$ cat src/usb_sie_pkg.sv
// Shared USB engine types and constants, imported by the RTL blocks and the testbench
package usb_sie_pkg;

	// Packet identifiers, low nibble of the PID byte
	typedef enum logic [3:0]
	{
		RESERVED = 4'b0000,
		OUT      = 4'b0001,
		IN       = 4'b1001,
		SETUP    = 4'b1101,
		DATA0    = 4'b0011,
		DATA1    = 4'b1011,
		ACK      = 4'b0010,
		NAK      = 4'b1010,
		STALL    = 4'b1110
	} pid_t;

	// Token fields, LSB first as on the wire
	typedef struct packed
	{
		logic [4:0] crc5;
		logic [3:0] endp;
		logic [6:0] addr;
		logic [3:0] pidx; // Complement of pid
		pid_t       pid;
	} token_t;

	typedef struct packed
	{
		logic [7:0] rx_data;
		logic       rx_valid;  // One cycle per byte
		logic       rx_active; // High for a whole packet
		logic       usb_reset; // Bus reset level
	} usb_rx_t;

	typedef struct packed
	{
		logic [7:0] tx_data;
		logic       tx_valid;
	} usb_tx_t;

	// Processor I/O register map
	typedef enum logic [3:0]
	{
		ENDPI0_DATA    = 4'h0,
		ENDPI0_CONTROL = 4'h1,
		ENDPI1_DATA    = 4'h2,
		ENDPI1_CONTROL = 4'h3,
		ENDPO0_DATA    = 4'h4,
		ENDPO0_CONTROL = 4'h5
	} io_addr_t;

	// x^16 + x^15 + x^2 + 1, reflected since the LSB goes first
	localparam logic [15:0] CRC16_POLY     = 16'hA001;
	localparam logic [15:0] CRC16_RESIDUAL = 16'hB001;

endpackage

$ cat src/usb_crc16.sv
// CRC16 engine for USB data packets, stepped one byte at a time by the packet FSM
`timescale 1ns/1ps

module usb_crc16 import usb_sie_pkg::*;
(
	input  logic        clk,
	input  logic        arst_n,
	input  logic        clear,
	input  logic        step,
	input  logic [7:0]  data,
	output logic [15:0] crc,
	output logic        ok
);

	// Shifts one byte through the register, bit 0 first
	function automatic logic [15:0] crc_next(input logic [15:0] c, input logic [7:0] d);
		logic [15:0] r;
		r = c;
		for (int i = 0; i < 8; i++)
		begin
			if (r[0] ^ d[i])
				r = (r >> 1) ^ CRC16_POLY;
			else
				r = r >> 1;
		end
		return r;
	endfunction

	always_ff @(posedge clk or negedge arst_n)
	begin
		if (!arst_n)
			crc <= 16'hFFFF;
		else if (clear)
			crc <= 16'hFFFF; // Preset for the next packet
		else if (step)
			crc <= crc_next(crc, data);
	end

	// Residual after data and CRC bytes of a good packet
	assign ok = (crc == CRC16_RESIDUAL);

endmodule

$ cat src/usb_endpoint_fifo.sv
// Byte FIFO of one endpoint, head byte always visible on q
`timescale 1ns/1ps

module usb_endpoint_fifo #(
	parameter int FIFO_DEPTH = 64
)
(
	input  logic       clk,
	input  logic       arst_n,
	input  logic       sclr,
	input  logic [7:0] data,
	input  logic       wrreq,
	input  logic       rdreq,
	output logic [7:0] q,
	output logic       empty,
	output logic       full
);

	localparam int AW = $clog2(FIFO_DEPTH);
	localparam int CW = $clog2(FIFO_DEPTH + 1);

	logic [7:0]    mem [FIFO_DEPTH];
	logic [AW-1:0] wr_ptr;
	logic [AW-1:0] rd_ptr;
	logic [CW-1:0] level;
	logic          do_wr;
	logic          do_rd;

	assign do_wr = wrreq && !full;
	assign do_rd = rdreq && !empty;

	always_ff @(posedge clk or negedge arst_n)
	begin
		if (!arst_n)
		begin
			wr_ptr <= '0;
			rd_ptr <= '0;
			level  <= '0;
		end
		else if (sclr)
		begin
			wr_ptr <= '0;
			rd_ptr <= '0;
			level  <= '0;
		end
		else
		begin
			if (do_wr)
				wr_ptr <= (wr_ptr == AW'(FIFO_DEPTH - 1)) ? '0 : wr_ptr + 1'b1;
			if (do_rd)
				rd_ptr <= (rd_ptr == AW'(FIFO_DEPTH - 1)) ? '0 : rd_ptr + 1'b1;
			if (do_wr && !do_rd)
				level <= level + 1'b1;
			else if (do_rd && !do_wr)
				level <= level - 1'b1;
		end
	end

	always_ff @(posedge clk)
	begin
		if (do_wr && !sclr)
			mem[wr_ptr] <= data;
	end

	assign q     = mem[rd_ptr]; // Read-ahead
	assign empty = (level == '0);
	assign full  = (level == CW'(FIFO_DEPTH));

	a_no_overflow: assert property (@(posedge clk) disable iff (!arst_n)
		wrreq && !sclr |-> !full)
		else $error("write to full endpoint FIFO");

	a_no_underflow: assert property (@(posedge clk) disable iff (!arst_n)
		rdreq && !sclr |-> !empty)
		else $error("read from empty endpoint FIFO");

endmodule

$ cat src/usb_endpoint_regs.sv
// Endpoint FIFOs, stall bits and processor register decode, selected by token endpoint
`timescale 1ns/1ps

module usb_endpoint_regs import usb_sie_pkg::*; #(
	parameter int FIFO_DEPTH = 64
)
(
	input  logic        clk,
	input  logic        arst_n,
	input  logic        usb_reset,
	input  logic [3:0]  endp,
	input  logic        in_rdreq,
	input  logic        out_wrreq,
	input  logic [7:0]  out_data,
	input  logic        stall_sent,
	input  io_addr_t    io_addr,
	input  logic        io_rd,
	input  logic        io_wr,
	input  logic [15:0] io_dout,
	output logic [15:0] io_din,
	output logic        sel_empty,
	output logic        sel_full,
	output logic        sel_stall,
	output logic [7:0]  sel_q
);

	typedef struct packed
	{
		logic [7:0] q;
		logic       empty;
		logic       full;
	} fifo_st_t;

	fifo_st_t   pi0;
	fifo_st_t   pi1;
	fifo_st_t   po0;
	logic [1:0] stall; // Per IN endpoint
	logic       pop_out;

	assign pop_out = io_wr && (io_addr == ENDPO0_CONTROL) && io_dout[1];

	usb_endpoint_fifo #(.FIFO_DEPTH(FIFO_DEPTH)) i_endpi0 (
		.clk(clk), .arst_n(arst_n), .sclr(usb_reset), .data(io_dout[7:0]),
		.wrreq(io_wr && (io_addr == ENDPI0_DATA)), .rdreq(in_rdreq && (endp == 4'd0)),
		.q(pi0.q), .empty(pi0.empty), .full(pi0.full));

	usb_endpoint_fifo #(.FIFO_DEPTH(FIFO_DEPTH)) i_endpi1 (
		.clk(clk), .arst_n(arst_n), .sclr(usb_reset), .data(io_dout[7:0]),
		.wrreq(io_wr && (io_addr == ENDPI1_DATA)), .rdreq(in_rdreq && (endp == 4'd1)),
		.q(pi1.q), .empty(pi1.empty), .full(pi1.full));

	// OUT data and its two CRC bytes land here
	usb_endpoint_fifo #(.FIFO_DEPTH(FIFO_DEPTH)) i_endpo0 (
		.clk(clk), .arst_n(arst_n), .sclr(usb_reset), .data(out_data),
		.wrreq(out_wrreq && (endp == 4'd0)), .rdreq(pop_out),
		.q(po0.q), .empty(po0.empty), .full(po0.full));

	always_ff @(posedge clk or negedge arst_n)
	begin
		if (!arst_n)
			stall <= 2'b00;
		else if (usb_reset)
			stall <= 2'b00;
		else
		begin
			if (stall_sent && (endp == 4'd0))
				stall[0] <= 1'b0;
			if (stall_sent && (endp == 4'd1))
				stall[1] <= 1'b0;
			if (io_wr && (io_addr == ENDPI0_CONTROL))
				stall[0] <= io_dout[1]; // Processor write wins
			if (io_wr && (io_addr == ENDPI1_CONTROL))
				stall[1] <= io_dout[1];
		end
	end

	always_comb
	begin
		sel_empty = 1'b1; // Missing endpoints
		sel_full  = 1'b1;
		sel_stall = 1'b0;
		sel_q     = 8'h00;
		case (endp)
			4'd0:
			begin
				sel_empty = pi0.empty;
				sel_full  = po0.full;
				sel_stall = stall[0];
				sel_q     = pi0.q;
			end
			4'd1:
			begin
				sel_empty = pi1.empty;
				sel_stall = stall[1];
				sel_q     = pi1.q;
			end
			default: ;
		endcase
	end

	// Zero when idle since the bus is OR-combined
	always_comb
	begin
		io_din = 16'h0000;
		if (io_rd)
		begin
			case (io_addr)
				ENDPI0_CONTROL: io_din[0]   = pi0.full;
				ENDPI1_CONTROL: io_din[0]   = pi1.full;
				ENDPO0_CONTROL: io_din[0]   = po0.empty;
				ENDPO0_DATA:    io_din[7:0] = po0.q;
				default: ;
			endcase
		end
	end

endmodule

$ cat src/usb_packet_fsm.sv
// Packet FSM of the USB engine, decodes tokens and sequences data and handshake packets
`timescale 1ns/1ps

module usb_packet_fsm import usb_sie_pkg::*;
(
	input  logic        clk,
	input  logic        arst_n,
	input  usb_rx_t     rx,
	input  logic        tx_ready,
	input  logic        sel_empty,
	input  logic        sel_full,
	input  logic        sel_stall,
	input  logic [7:0]  sel_q,
	input  logic [15:0] crc,
	input  logic        crc_ok,
	input  logic        len_max,
	output usb_tx_t     tx,
	output logic [3:0]  endp,
	output logic        in_rdreq,
	output logic        out_wrreq,
	output logic [7:0]  out_data,
	output logic        stall_sent,
	output logic        crc_clear,
	output logic        crc_step,
	output logic [7:0]  crc_byte,
	output logic        len_clear,
	output logic        len_step
);

	typedef enum logic [3:0]
	{
		S_TOKEN0, S_TOKEN1, S_TOKEN2,
		S_DATA_OUT0, S_DATA_OUT1,
		S_DATA_IN0, S_DATA_IN1, S_DATA_IN2, S_DATA_IN3, S_DATA_IN4, S_DATA_IN5,
		S_ACK, S_NAK, S_STALL, S_LAST_BIT
	} state_t;

	state_t     state;
	state_t     state_next;
	token_t     token;
	logic       pkt_start;  // Next byte is a PID
	pid_t       rx_pid;
	logic [3:0] setup_endp; // Endpoint while its last bits arrive

	assign rx_pid     = pid_t'(rx.rx_data[3:0]);
	assign setup_endp = {rx.rx_data[2:0], token.endp[0]};

	always_ff @(posedge clk or negedge arst_n)
	begin
		if (!arst_n)
			state <= S_TOKEN0;
		else if (rx.usb_reset)
			state <= S_TOKEN0;
		else
			state <= state_next;
	end

	always_ff @(posedge clk or negedge arst_n)
	begin
		if (!arst_n)
			pkt_start <= 1'b1;
		else if (!rx.rx_active)
			pkt_start <= 1'b1;
		else if (rx.rx_valid)
			pkt_start <= 1'b0;
	end

	always_ff @(posedge clk or negedge arst_n)
	begin
		if (!arst_n)
			token <= '0;
		else if (rx.usb_reset)
			token <= '0;
		else if (rx.rx_valid)
		begin
			case (state)
				S_TOKEN0:
				begin
					token.pid  <= rx_pid;
					token.pidx <= rx.rx_data[7:4];
				end
				S_TOKEN1:
				begin
					token.addr    <= rx.rx_data[6:0];
					token.endp[0] <= rx.rx_data[7];
				end
				S_TOKEN2:
				begin
					token.endp[3:1] <= rx.rx_data[2:0];
					token.crc5      <= rx.rx_data[7:3];
				end
				default: ;
			endcase
		end
	end

	always_comb
	begin
		state_next = state;
		case (state)
			S_TOKEN0:
				if (rx.rx_valid && pkt_start && (rx_pid inside {OUT, IN, SETUP}))
					state_next = S_TOKEN1;
			S_TOKEN1:
				if (rx.rx_valid)
					state_next = S_TOKEN2;
				else if (!rx.rx_active)
					state_next = S_TOKEN0; // Short token
			S_TOKEN2:
				if (rx.rx_valid)
				begin
					if (token.pid == OUT || (token.pid == SETUP && setup_endp == 4'd0))
						state_next = S_DATA_OUT0;
					else if (token.pid == SETUP)
						state_next = S_TOKEN0;
				end
				else if (!rx.rx_active)
				begin
					if (token.pid != IN)
						state_next = S_TOKEN0;
					else if (sel_stall)
						state_next = S_STALL;
					else if (sel_empty)
						state_next = S_NAK;
					else
						state_next = S_DATA_IN0;
				end
			S_DATA_OUT0:
				if (rx.rx_valid)
				begin
					if (!sel_full && (rx_pid == DATA0 || (rx_pid == DATA1 && token.pid != SETUP)))
						state_next = S_DATA_OUT1;
					else
						state_next = S_TOKEN0;
				end
			S_DATA_OUT1:
				if (rx.rx_valid && sel_full)
					state_next = S_TOKEN0; // Drop without handshake
				else if (!rx.rx_active)
					state_next = crc_ok ? S_ACK : S_TOKEN0;
			S_DATA_IN0:
				if (tx_ready)
					state_next = S_DATA_IN1;
			S_DATA_IN1:
				if (tx_ready)
					state_next = S_DATA_IN2;
			S_DATA_IN2:
				state_next = (!sel_empty && !len_max) ? S_DATA_IN1 : S_DATA_IN3;
			S_DATA_IN3:
				if (tx_ready)
					state_next = S_DATA_IN4;
			S_DATA_IN4:
				if (tx_ready)
					state_next = S_DATA_IN5;
			S_ACK, S_NAK, S_STALL:
				if (tx_ready)
					state_next = S_LAST_BIT;
			S_DATA_IN5, S_LAST_BIT:
				if (tx_ready)
					state_next = S_TOKEN0;
			default:
				state_next = S_TOKEN0;
		endcase
	end

	always_comb
	begin
		tx         = '0; // Data zero when idle
		in_rdreq   = 1'b0;
		out_wrreq  = 1'b0;
		stall_sent = 1'b0;
		crc_step   = 1'b0;
		crc_byte   = rx.rx_data;
		len_step   = 1'b0;
		case (state)
			S_DATA_OUT1:
			begin
				out_wrreq = rx.rx_valid && !sel_full;
				crc_step  = rx.rx_valid;
			end
			S_DATA_IN0:
			begin
				tx.tx_valid = 1'b1;
				tx.tx_data  = {~DATA0, DATA0};
			end
			S_DATA_IN1:
			begin
				tx.tx_valid = 1'b1;
				tx.tx_data  = sel_q;
				crc_byte    = sel_q;
				in_rdreq    = tx_ready;
				crc_step    = tx_ready;
				len_step    = tx_ready;
			end
			S_DATA_IN3:
			begin
				tx.tx_valid = 1'b1;
				for (int i = 0; i < 8; i++)
					tx.tx_data[i] = ~crc[7-i];
			end
			S_DATA_IN4:
			begin
				tx.tx_valid = 1'b1;
				for (int i = 0; i < 8; i++)
					tx.tx_data[i] = ~crc[15-i];
			end
			S_ACK:
			begin
				tx.tx_valid = 1'b1;
				tx.tx_data  = {~ACK, ACK};
			end
			S_NAK:
			begin
				tx.tx_valid = 1'b1;
				tx.tx_data  = {~NAK, NAK};
			end
			S_STALL:
			begin
				tx.tx_valid = 1'b1;
				tx.tx_data  = {~STALL, STALL};
				stall_sent  = tx_ready;
			end
			S_DATA_IN5, S_LAST_BIT:
				tx.tx_valid = 1'b1; // End of packet
			default: ;
		endcase
	end

	assign endp      = token.endp;
	assign out_data  = rx.rx_data;
	assign crc_clear = rx.usb_reset || state == S_DATA_OUT0 || state == S_DATA_IN0;
	assign len_clear = rx.usb_reset || state == S_DATA_IN0;

	a_tx_hold: assert property (@(posedge clk) disable iff (!arst_n || rx.usb_reset)
		tx.tx_valid && !tx_ready |=> tx.tx_valid && $stable(tx.tx_data))
		else $error("tx byte changed under back-pressure");

endmodule

$ cat src/usb_packet_len.sv
// Byte counter for an IN data packet, flags when the maximum packet size is reached
`timescale 1ns/1ps

module usb_packet_len #(
	parameter int MAX_PACKET = 8
)
(
	input  logic clk,
	input  logic arst_n,
	input  logic clear,
	input  logic step,
	output logic len_max
);

	localparam int CW = $clog2(MAX_PACKET + 1);

	logic [CW-1:0] count; // Bytes sent so far

	always_ff @(posedge clk or negedge arst_n)
	begin
		if (!arst_n)
			count <= '0;
		else if (clear)
			count <= '0;
		else if (step)
			count <= count + 1'b1;
	end

	assign len_max = (count == CW'(MAX_PACKET));

	// The FSM must close the packet before another payload byte
	a_no_step_at_max: assert property (@(posedge clk) disable iff (!arst_n)
		step && !clear |-> !len_max)
		else $error("payload byte sent beyond MAX_PACKET");

endmodule

$ cat src/usb_sie_top.sv
// Top level of the USB serial interface engine, between transceiver and processor I/O bus
`timescale 1ns/1ps

module usb_sie_top import usb_sie_pkg::*; #(
	parameter int FIFO_DEPTH = 64,
	parameter int MAX_PACKET = 8
)
(
	input  logic        clk,
	input  logic        arst_n,
	input  usb_rx_t     rx,
	input  logic        tx_ready,
	input  io_addr_t    io_addr,
	input  logic        io_rd,
	input  logic        io_wr,
	input  logic [15:0] io_dout,
	output usb_tx_t     tx,
	output logic [15:0] io_din
);

	logic [3:0]  endp;
	logic        in_rdreq;
	logic        out_wrreq;
	logic [7:0]  out_data;
	logic        stall_sent;
	logic        sel_empty;
	logic        sel_full;
	logic        sel_stall;
	logic [7:0]  sel_q;
	logic [15:0] crc;
	logic        crc_ok;
	logic        crc_clear;
	logic        crc_step;
	logic [7:0]  crc_byte;
	logic        len_clear;
	logic        len_step;
	logic        len_max;

	usb_packet_fsm i_fsm (
		.clk(clk), .arst_n(arst_n), .rx(rx), .tx_ready(tx_ready),
		.sel_empty(sel_empty), .sel_full(sel_full), .sel_stall(sel_stall), .sel_q(sel_q),
		.crc(crc), .crc_ok(crc_ok), .len_max(len_max), .tx(tx), .endp(endp),
		.in_rdreq(in_rdreq), .out_wrreq(out_wrreq), .out_data(out_data),
		.stall_sent(stall_sent), .crc_clear(crc_clear), .crc_step(crc_step),
		.crc_byte(crc_byte), .len_clear(len_clear), .len_step(len_step));

	usb_crc16 i_crc16 (
		.clk(clk), .arst_n(arst_n), .clear(crc_clear), .step(crc_step),
		.data(crc_byte), .crc(crc), .ok(crc_ok));

	usb_packet_len #(.MAX_PACKET(MAX_PACKET)) i_len (
		.clk(clk), .arst_n(arst_n), .clear(len_clear), .step(len_step), .len_max(len_max));

	usb_endpoint_regs #(.FIFO_DEPTH(FIFO_DEPTH)) i_regs (
		.clk(clk), .arst_n(arst_n), .usb_reset(rx.usb_reset), .endp(endp),
		.in_rdreq(in_rdreq), .out_wrreq(out_wrreq), .out_data(out_data),
		.stall_sent(stall_sent), .io_addr(io_addr), .io_rd(io_rd), .io_wr(io_wr),
		.io_dout(io_dout), .io_din(io_din), .sel_empty(sel_empty), .sel_full(sel_full),
		.sel_stall(sel_stall), .sel_q(sel_q));

endmodule

$ cat config.mk
export PLATFORM = sky130hd
export DESIGN_NAME = usb_sie_top
export DESIGN_NICKNAME = d
export VERILOG_FILES = /design/src/usb_sie_pkg.sv /design/src/usb_crc16.sv /design/src/usb_endpoint_fifo.sv /design/src/usb_endpoint_regs.sv /design/src/usb_packet_fsm.sv /design/src/usb_packet_len.sv /design/src/usb_sie_top.sv
export SDC_FILE = /design/constraint.sdc
export NUM_CORES = 2
export LEC_CHECK = 0
export BUFFER_PORTS_ARGS = -buffer_cell sky130_fd_sc_hd__buf_2
export CAP_MARGIN = 20
export CORE_MARGIN = 4
export CORE_UTILIZATION = 51
export CTS_CLUSTER_SIZE = 14
export DETAILED_ROUTE_END_ITERATION = 7
export GPL_ROUTABILITY_DRIVEN = 0
export PLACE_DENSITY = 0.62
export SETUP_SLACK_MARGIN = 0.05
export SYNTH_ARGS = -nofsm -noshare
export SYNTH_HDL_FRONTEND = slang
export SYNTH_HIERARCHICAL = 1
export SYNTH_SLANG_ARGS = --single-unit
$ cat constraint.sdc
create_clock -name clk -period 5.25 [get_ports clk]
set_input_delay 1.05 -clock clk [delete_from_list [all_inputs] [get_ports clk]]
set_output_delay 1.05 -clock clk [all_outputs]
set_load 0.02 [all_outputs]
# --- Yosys cells after proc, flatten, opt, wreduce, memory -nomap -nowiden ---
# Memory sizes are Yosys's and may differ from the RTL's.
# Cells that the tools add are included.
word_totals:
  romBits: 0
  reg_bits: 92
  latch_bits: 0
  memories: 3
  ram_bits: 1536
  input_bits: 36
  output_inout_bits: 25
memory_table:
  columns: ["name", "depth", "word_bits", "rd", "rd_ports_with_merged_regs", "write_ports", "line", "text"]
  rows:
  - ["i_regs.i_endpi0.mem", 64, 8, 1, 0, 1, "usb_endpoint_fifo.sv:22", "logic [7:0] mem [FIFO_DEPTH];"]
  - ["i_regs.i_endpi1.mem", 64, 8, 1, 0, 1, "usb_endpoint_fifo.sv:22", null]
  - ["i_regs.i_endpo0.mem", 64, 8, 1, 0, 1, "usb_endpoint_fifo.sv:22", null]
classes:
  multipliers: 0
  bitwise: 32
  reduce_logical: 87
  n_addsub: 13
  n_shift: 0
  n_lt_le_gt_ge: 0
  div: 0
  n_eq_ne: 53
  mux: 109
op_table:
  columns: ["cell", "count"]
  rows:
  - ["2-to-1 mux 16 bit", 24]
  - ["2-to-1 mux 6 bit", 18]
  - ["2-to-1 mux 4 bit", 24]
  - ["2-to-1 mux 7 bit", 10]
  - ["one-hot mux 8 bit (7 select lines)", 1]
  - ["equality test 4 bit (second input constant)", 12]
  - ["one-hot mux 4 bit (12 select lines)", 1]
  - ["2-to-1 mux 19 bit", 2]
  - ["adder 6 x 1 -> 6 bit (second input constant)", 6]
  - ["equality test 6 bit (second input constant)", 6]
  - ["logical AND 1 bit", 34]
  - ["2-to-1 mux 8 bit", 4]
  - ["equality test 4 x 3 -> 1 bit (second input constant)", 6]
  - ["inverter 2 -> 3 bit", 8]
  - ["nonzero test 2 bit", 12]
  - ["adder 7 x 1 -> 7 bit (second input constant)", 3]
  - ["equality test 7 bit (second input constant)", 3]
  - ["logical NOT 7 bit", 3]
  - ["!= test 3 bit (second input constant)", 7]
  - ["subtractor 7 x 1 -> 7 bit (second input constant)", 3]
  - ["equality test 4 x 1 -> 1 bit (second input constant)", 5]
  - ["equality test 4 x 2 -> 1 bit (second input constant)", 5]
  - ["nonzero test 3 bit", 6]
  - ["2-to-1 mux 1 bit", 17]
  - ["other kinds (22)", 74]

# --- Depth between registers and ports, before layout ---
depth:
  word_depth: 35
  ltp_mapped: 19
  mapped_depth_nobuf: 17

# --- Hierarchy ---
# Netlist, hierarchy kept.
modules_own_cells:
  columns: ["module", "instances", "area_per_inst_um2", "cells_per_inst"]
  rows:
  - ["usb_endpoint_fifo (i_regs.i_endpi1)", 1, 21261.6, 1066]
  - ["usb_endpoint_fifo (i_regs.i_endpo0)", 1, 21177.8, 1073]
  - ["usb_endpoint_fifo (i_regs.i_endpi0)", 1, 20998.9, 1043]
  - ["usb_packet_fsm", 1, 1505.2, 200]
  - ["usb_crc16", 1, 938.4, 87]
  - ["usb_endpoint_regs", 1, 493.0, 60]
  - ["usb_packet_len", 1, 220.2, 21]

# --- Worst setup path before layout ---
# OpenSTA, ideal clock, no wires.
synth_path:
  path_kind: "input -> register"
  start: "in rx[2] (netlist name)"
  end: "reg i_regs.i_endpo0.level[6]"
  arrival_time_ns: 3.762
  slack_ns: 1.364
  t_required_ns: 5.125
  stages: 14
  cell_sequence: "buf_2 nor4b_1 and2_1 nand2_1 inv_2 ha_1 inv_1 ha_1 nor2b_1 o21ai_0 a21boi_0 or3_1 o311ai_0 mux2_2"
synth_via:
  elab_chain_cells: 7
  elab_cells_between_ends: 10
synth_lines:
  columns: ["element", "line", "text"]
  rows:
  - ["start: declaration", "usb_sie_top.sv:11", "input usb_rx_t rx,"]
  - ["logical AND 1 bit (*)", "usb_packet_fsm.sv:178", "out_wrreq = rx.rx_valid && !sel_full;"]
  - ["2-to-1 mux 1 bit (*)", "usb_packet_fsm.sv:175", "case (state)"]
  - ["via out_wrreq", "usb_sie_top.sv:23", "logic out_wrreq;"]
  - ["logical AND 1 bit (*)", "usb_endpoint_regs.sv:55", ".wrreq(out_wrreq && (endp == 4'd0)), .rdreq(pop_out),"]
  - ["logical AND 1 bit (*)", "usb_endpoint_fifo.sv:29", "assign do_wr = wrreq && !full;"]
  - ["logical AND 1 bit or logical NOT 1 bit (tied branches)", "usb_endpoint_fifo.sv:52, usb_endpoint_fifo.sv:54", null]
  - ["2-to-1 mux 7 bit or logical AND 1 bit (tied branches)", "usb_endpoint_fifo.sv:52, usb_endpoint_fifo.sv:54", null]
  - ["2-to-1 mux 7 bit or nonzero test 3 bit (tied branches)", null, null]
  - ["end signal: assignment", "usb_endpoint_fifo.sv:53", "level <= level + 1'b1;"]
  - ["end signal: assignment", "usb_endpoint_fifo.sv:55", "level <= level - 1'b1;"]
  - ["end: declaration", "usb_endpoint_fifo.sv:25", "logic [CW-1:0] level;"]
# Mark *: on every way through the listed nets, which the timed path passes. The rest lies on a longest branch.
# A chain may end at the register's enable or synchronous reset.

==> impl_metrics.csv <==
group,metric,value,unit
layout,fin_cells,5628,
yosys,syn_area,66600,um^2
global_routing,grt_pass1_wl,231.0,mm
floorplanning,dieArea,136400,um^2
place,hpwl,96.43,mm
layout,final_nets,3813,
setup_path,cp_data_required_time,4200,ps
yosys,yosys-top-cells-area,"edfxtp_1 (69%), mux4_2 (13%), dfrtp_1 (2.8%)",
layout,layout-drive-gt1-share,0.2430,
floorplanning,die_x,369.4,um
route,drc,0,
route,drt-vias-per-instance,6.150,
cts,cts_htree_levels,4,
cts,clkLatencyLatePin,790,ps
cts,cts.path.max_buffers,3,
cts,clk_pin_slew_worst_paths,60,ps
floorplanning,core.rowCount,132,
yosys,yosysWarnings,6,
timing,setup-violations-final,0,
layout,area_growth,12.80,%
pwr,power.density,351.0,nW/um^2
timing,worstMarginPinSlew,1118,ps
cts,clkSinkCount,1628,
job,drv_cap,0,
timing,fmaxAchievable,193.6,MHz
yosys,yosysTopAreaCell,"edfxtp_1",
yosys,synth-seq-area-share,0.7275,
global_routing,grt-ovfl-total,0,
route,avgRoutedWirePerCell,27.50,um
floorplanning,die_h,369.4,um
global_routing,grt_pass1_vias,34820,
yosys,ys.flop_type,"edfxtp_1",
global_routing,grt_max_degree,131,
place,post_dp_cell_area,69070,um^2
route,drt_wl_total,154.8,mm
global_routing,grt_antenna_before_repair,4,
pwr,ir_worst_vdd,369.5,uV
route,ant_nets,0,
yosys,ys_types,99,
cts,cts-hold-fix-buffers,0,
worst_hold_path,hp-class,"input port to async pin",
setup_path,end_kind,"output port",
timing,clock_skew,32.89,ps
timing,hold_violations,0,
yosys,syn_inst,3550,
yosys,synth_top_cell_area_share,0.6926,
layout,multi_input_area,16870,um^2
cts,numCtsBuffers,167,
setup_path,cp_max_fo,6,
timing,max-slew-margin-rel,0.2545,
timing,fin_crit_sh,0.9839,
timing,rsz0062_at_grt,"yes",
route,drt_first_pass_iters,5,
cts,clockRootBuffer,"clkbuf_16",
floorplanning,num_io_pins,61,
yosys,synth-edff-count,1536,
cts,cts_tree,"yes",
layout,fin_util,0.5794,
timing,drv_slew,0,
timing,setup_tns,0,ps
timing,finalCriticalPeriod,5166,ps
setup_path,worst-setup-path-type,"register to output port",
yosys,ys_seq_elements,1628,
layout,seq_area,48470,um^2
global_routing,track_usage,0.2290,
pwr,p_leak,23.54,nW
yosys,synth.top_cells.by_count,"edfxtp_1 (1536), mux4_2 (377), nor2_1 (336)",
setup_path,cp-start-kind,"register",
route,first_iter_violations,3953,
place,place_inst,5284,
yosys,async_flop_share,0.05651,
route,dr_total_vias,34611,
place,io_buffers,44,
status,status,"finished, final reports clean",
yosys,synth.most_common_cell,"edfxtp_1",
layout,design_area,75120,um^2
floorplanning,start_util,0.5137,
yosys,synth_area_per_cell,18.76,um^2
layout,nFillCells,9505,
floorplanning,core,129600,um^2
timing,whs,356.5,ps
setup_path,worstPathArrival,4120,ps
layer usage:
metal / vias to the layer above / global-route usage / part of all wire
met5: - / 0 / 0
met4: 0 / 0.06368 / 0.024
met3: 243 / 0.04621 / 0.081
met2: 1455 / 0.3687 / 0.49
met1: 18128 / 0.3229 / 0.40
li1: 14785 / - / -
critical path: stages, from the launching register on:
cell	delay, ps
dfrtp_4	540
buf_12	160
buf_12	120
buf_16	140
mux4_2	440
mux4_2	550
mux2_4	330
nand2_4	80
nand3_4	90
a22o_1	220
a311oi_1	230
a21oi_1	90
buf_4	190
buf_6	130
logic make-up (layout without fill, tap and decap cells):
logic type      count (synthesis)  count (layout)  share of synthesized area
simple gates                  737             737                    0.05165
mux                           509             509                     0.1495
fa+ha+maj                      32              32                   0.006350
compound gates                344             344                    0.03617
other cells                     1              10                 0.00005631
flops                        1628            1628                     0.7275
buf+inv                       253             580                    0.02204
xor+xnor                       46              46                   0.006707
state kept, by name (all words and copies together) (netlist names):
signal                  cells
i_regs/i_endpi0/mem       512
i_regs/i_endpi1/mem       512
i_regs/i_endpo0/mem       512
i_crc16/crc                16
i_regs/i_endpi0/level       7
i_regs/i_endpi1/level       7
i_regs/i_endpo0/level       7
i_regs/i_endpi0/rd_ptr      6
i_regs/i_endpi0/wr_ptr      6
i_regs/i_endpi1/rd_ptr      6
i_regs/i_endpi1/wr_ptr      6
i_regs/i_endpo0/rd_ptr      6
i_regs/i_endpo0/wr_ptr      6
i_fsm/endp                  4
i_fsm/state                 4
i_fsm/token                 4
i_len/count                 4
i_regs/stall                2
i_fsm/pkt_start             1
what timing repair did:
item                       CTS  global route
resized for setup           28            32
pin swaps                    3             9
buffers inserted            17            13
setup endpoints to repair   12             9
gates cloned                 2             1
layout make-up:
cell class | instances | area share
antenna | 2 | 0.00006662
clock buffer | 208 | 0.05894
clock inverter | 100 | 0.01208
inverter | 38 | 0.001899
multi-input combinational | 1676 | 0.2245
sequential | 1628 | 0.6453
tap | 1742 | 0.02901
timing repair buffer | 234 | 0.02820
power by group:
| part | internal, mW | switching [mW] |
|---|---|---|
| clock | 6.72 | 4.80 |
| combinational | 0.161 | 0.446 |
| sequential | 14.2 | 0.0227 |
placed cells by master (no fill, tap or decap), types with 14 or more instances in the layout:
cell / n
clkbuf_1: 36
ha_1: 29
buf_12: 19
a31oi_1: 14
mux2i_1: 111
nand2_1: 138
o221ai_1: 20
a21oi_1: 61
a22o_1: 14
o22ai_1: 20
and2_1: 14
nor4_1: 19
edfxtp_1: 1536
buf_4: 166
clkinv_2: 31
a22oi_1: 26
nand2b_1: 17
bufinv_16: 15
xnor2_1: 22
nor2_1: 334
buf_2: 30
or3_1: 15
dfrtp_1: 66
nor3_1: 30
nand3_1: 51
dfstp_2: 17
a221oi_1: 21
xor2_1: 20
clkinv_1: 40
o21ai_0: 49
clkbuf_16: 172
inv_1: 33
mux4_2: 379
nor2b_1: 34
stage by stage:
stage	total power, mW	worst slack (ps)
2_1_floorplan	14.80	1364
3_3_place_gp	15.07	373.8
3_5_place_dp	15.10	411.4
4_1_cts	26.60	44.61
5_1_grt	27.24	14.84
6_report	26.37	84.42
final timing paths:
kind | start | to | slack [ps] | cells past startpoint
setup reg to reg | i_regs/i_endpi1/rd_ptr[0] | i_crc16/crc[0] | 740 | 16
max in group asynchronous | arst_n | i_crc16/crc[12] | 3820 | 2
setup / recovery | i_regs/i_endpi1/rd_ptr[0] | tx[8] | 80 | 13
min in group clk | rx[1] | i_fsm/pkt_start | 460 | 2
hold / removal | arst_n | i_regs/i_endpo0/rd_ptr[3] | 360 | 1
hold reg to reg | i_fsm/pkt_start | i_fsm/pkt_start | 470 | 2
(Power assumes the default switching activity.)
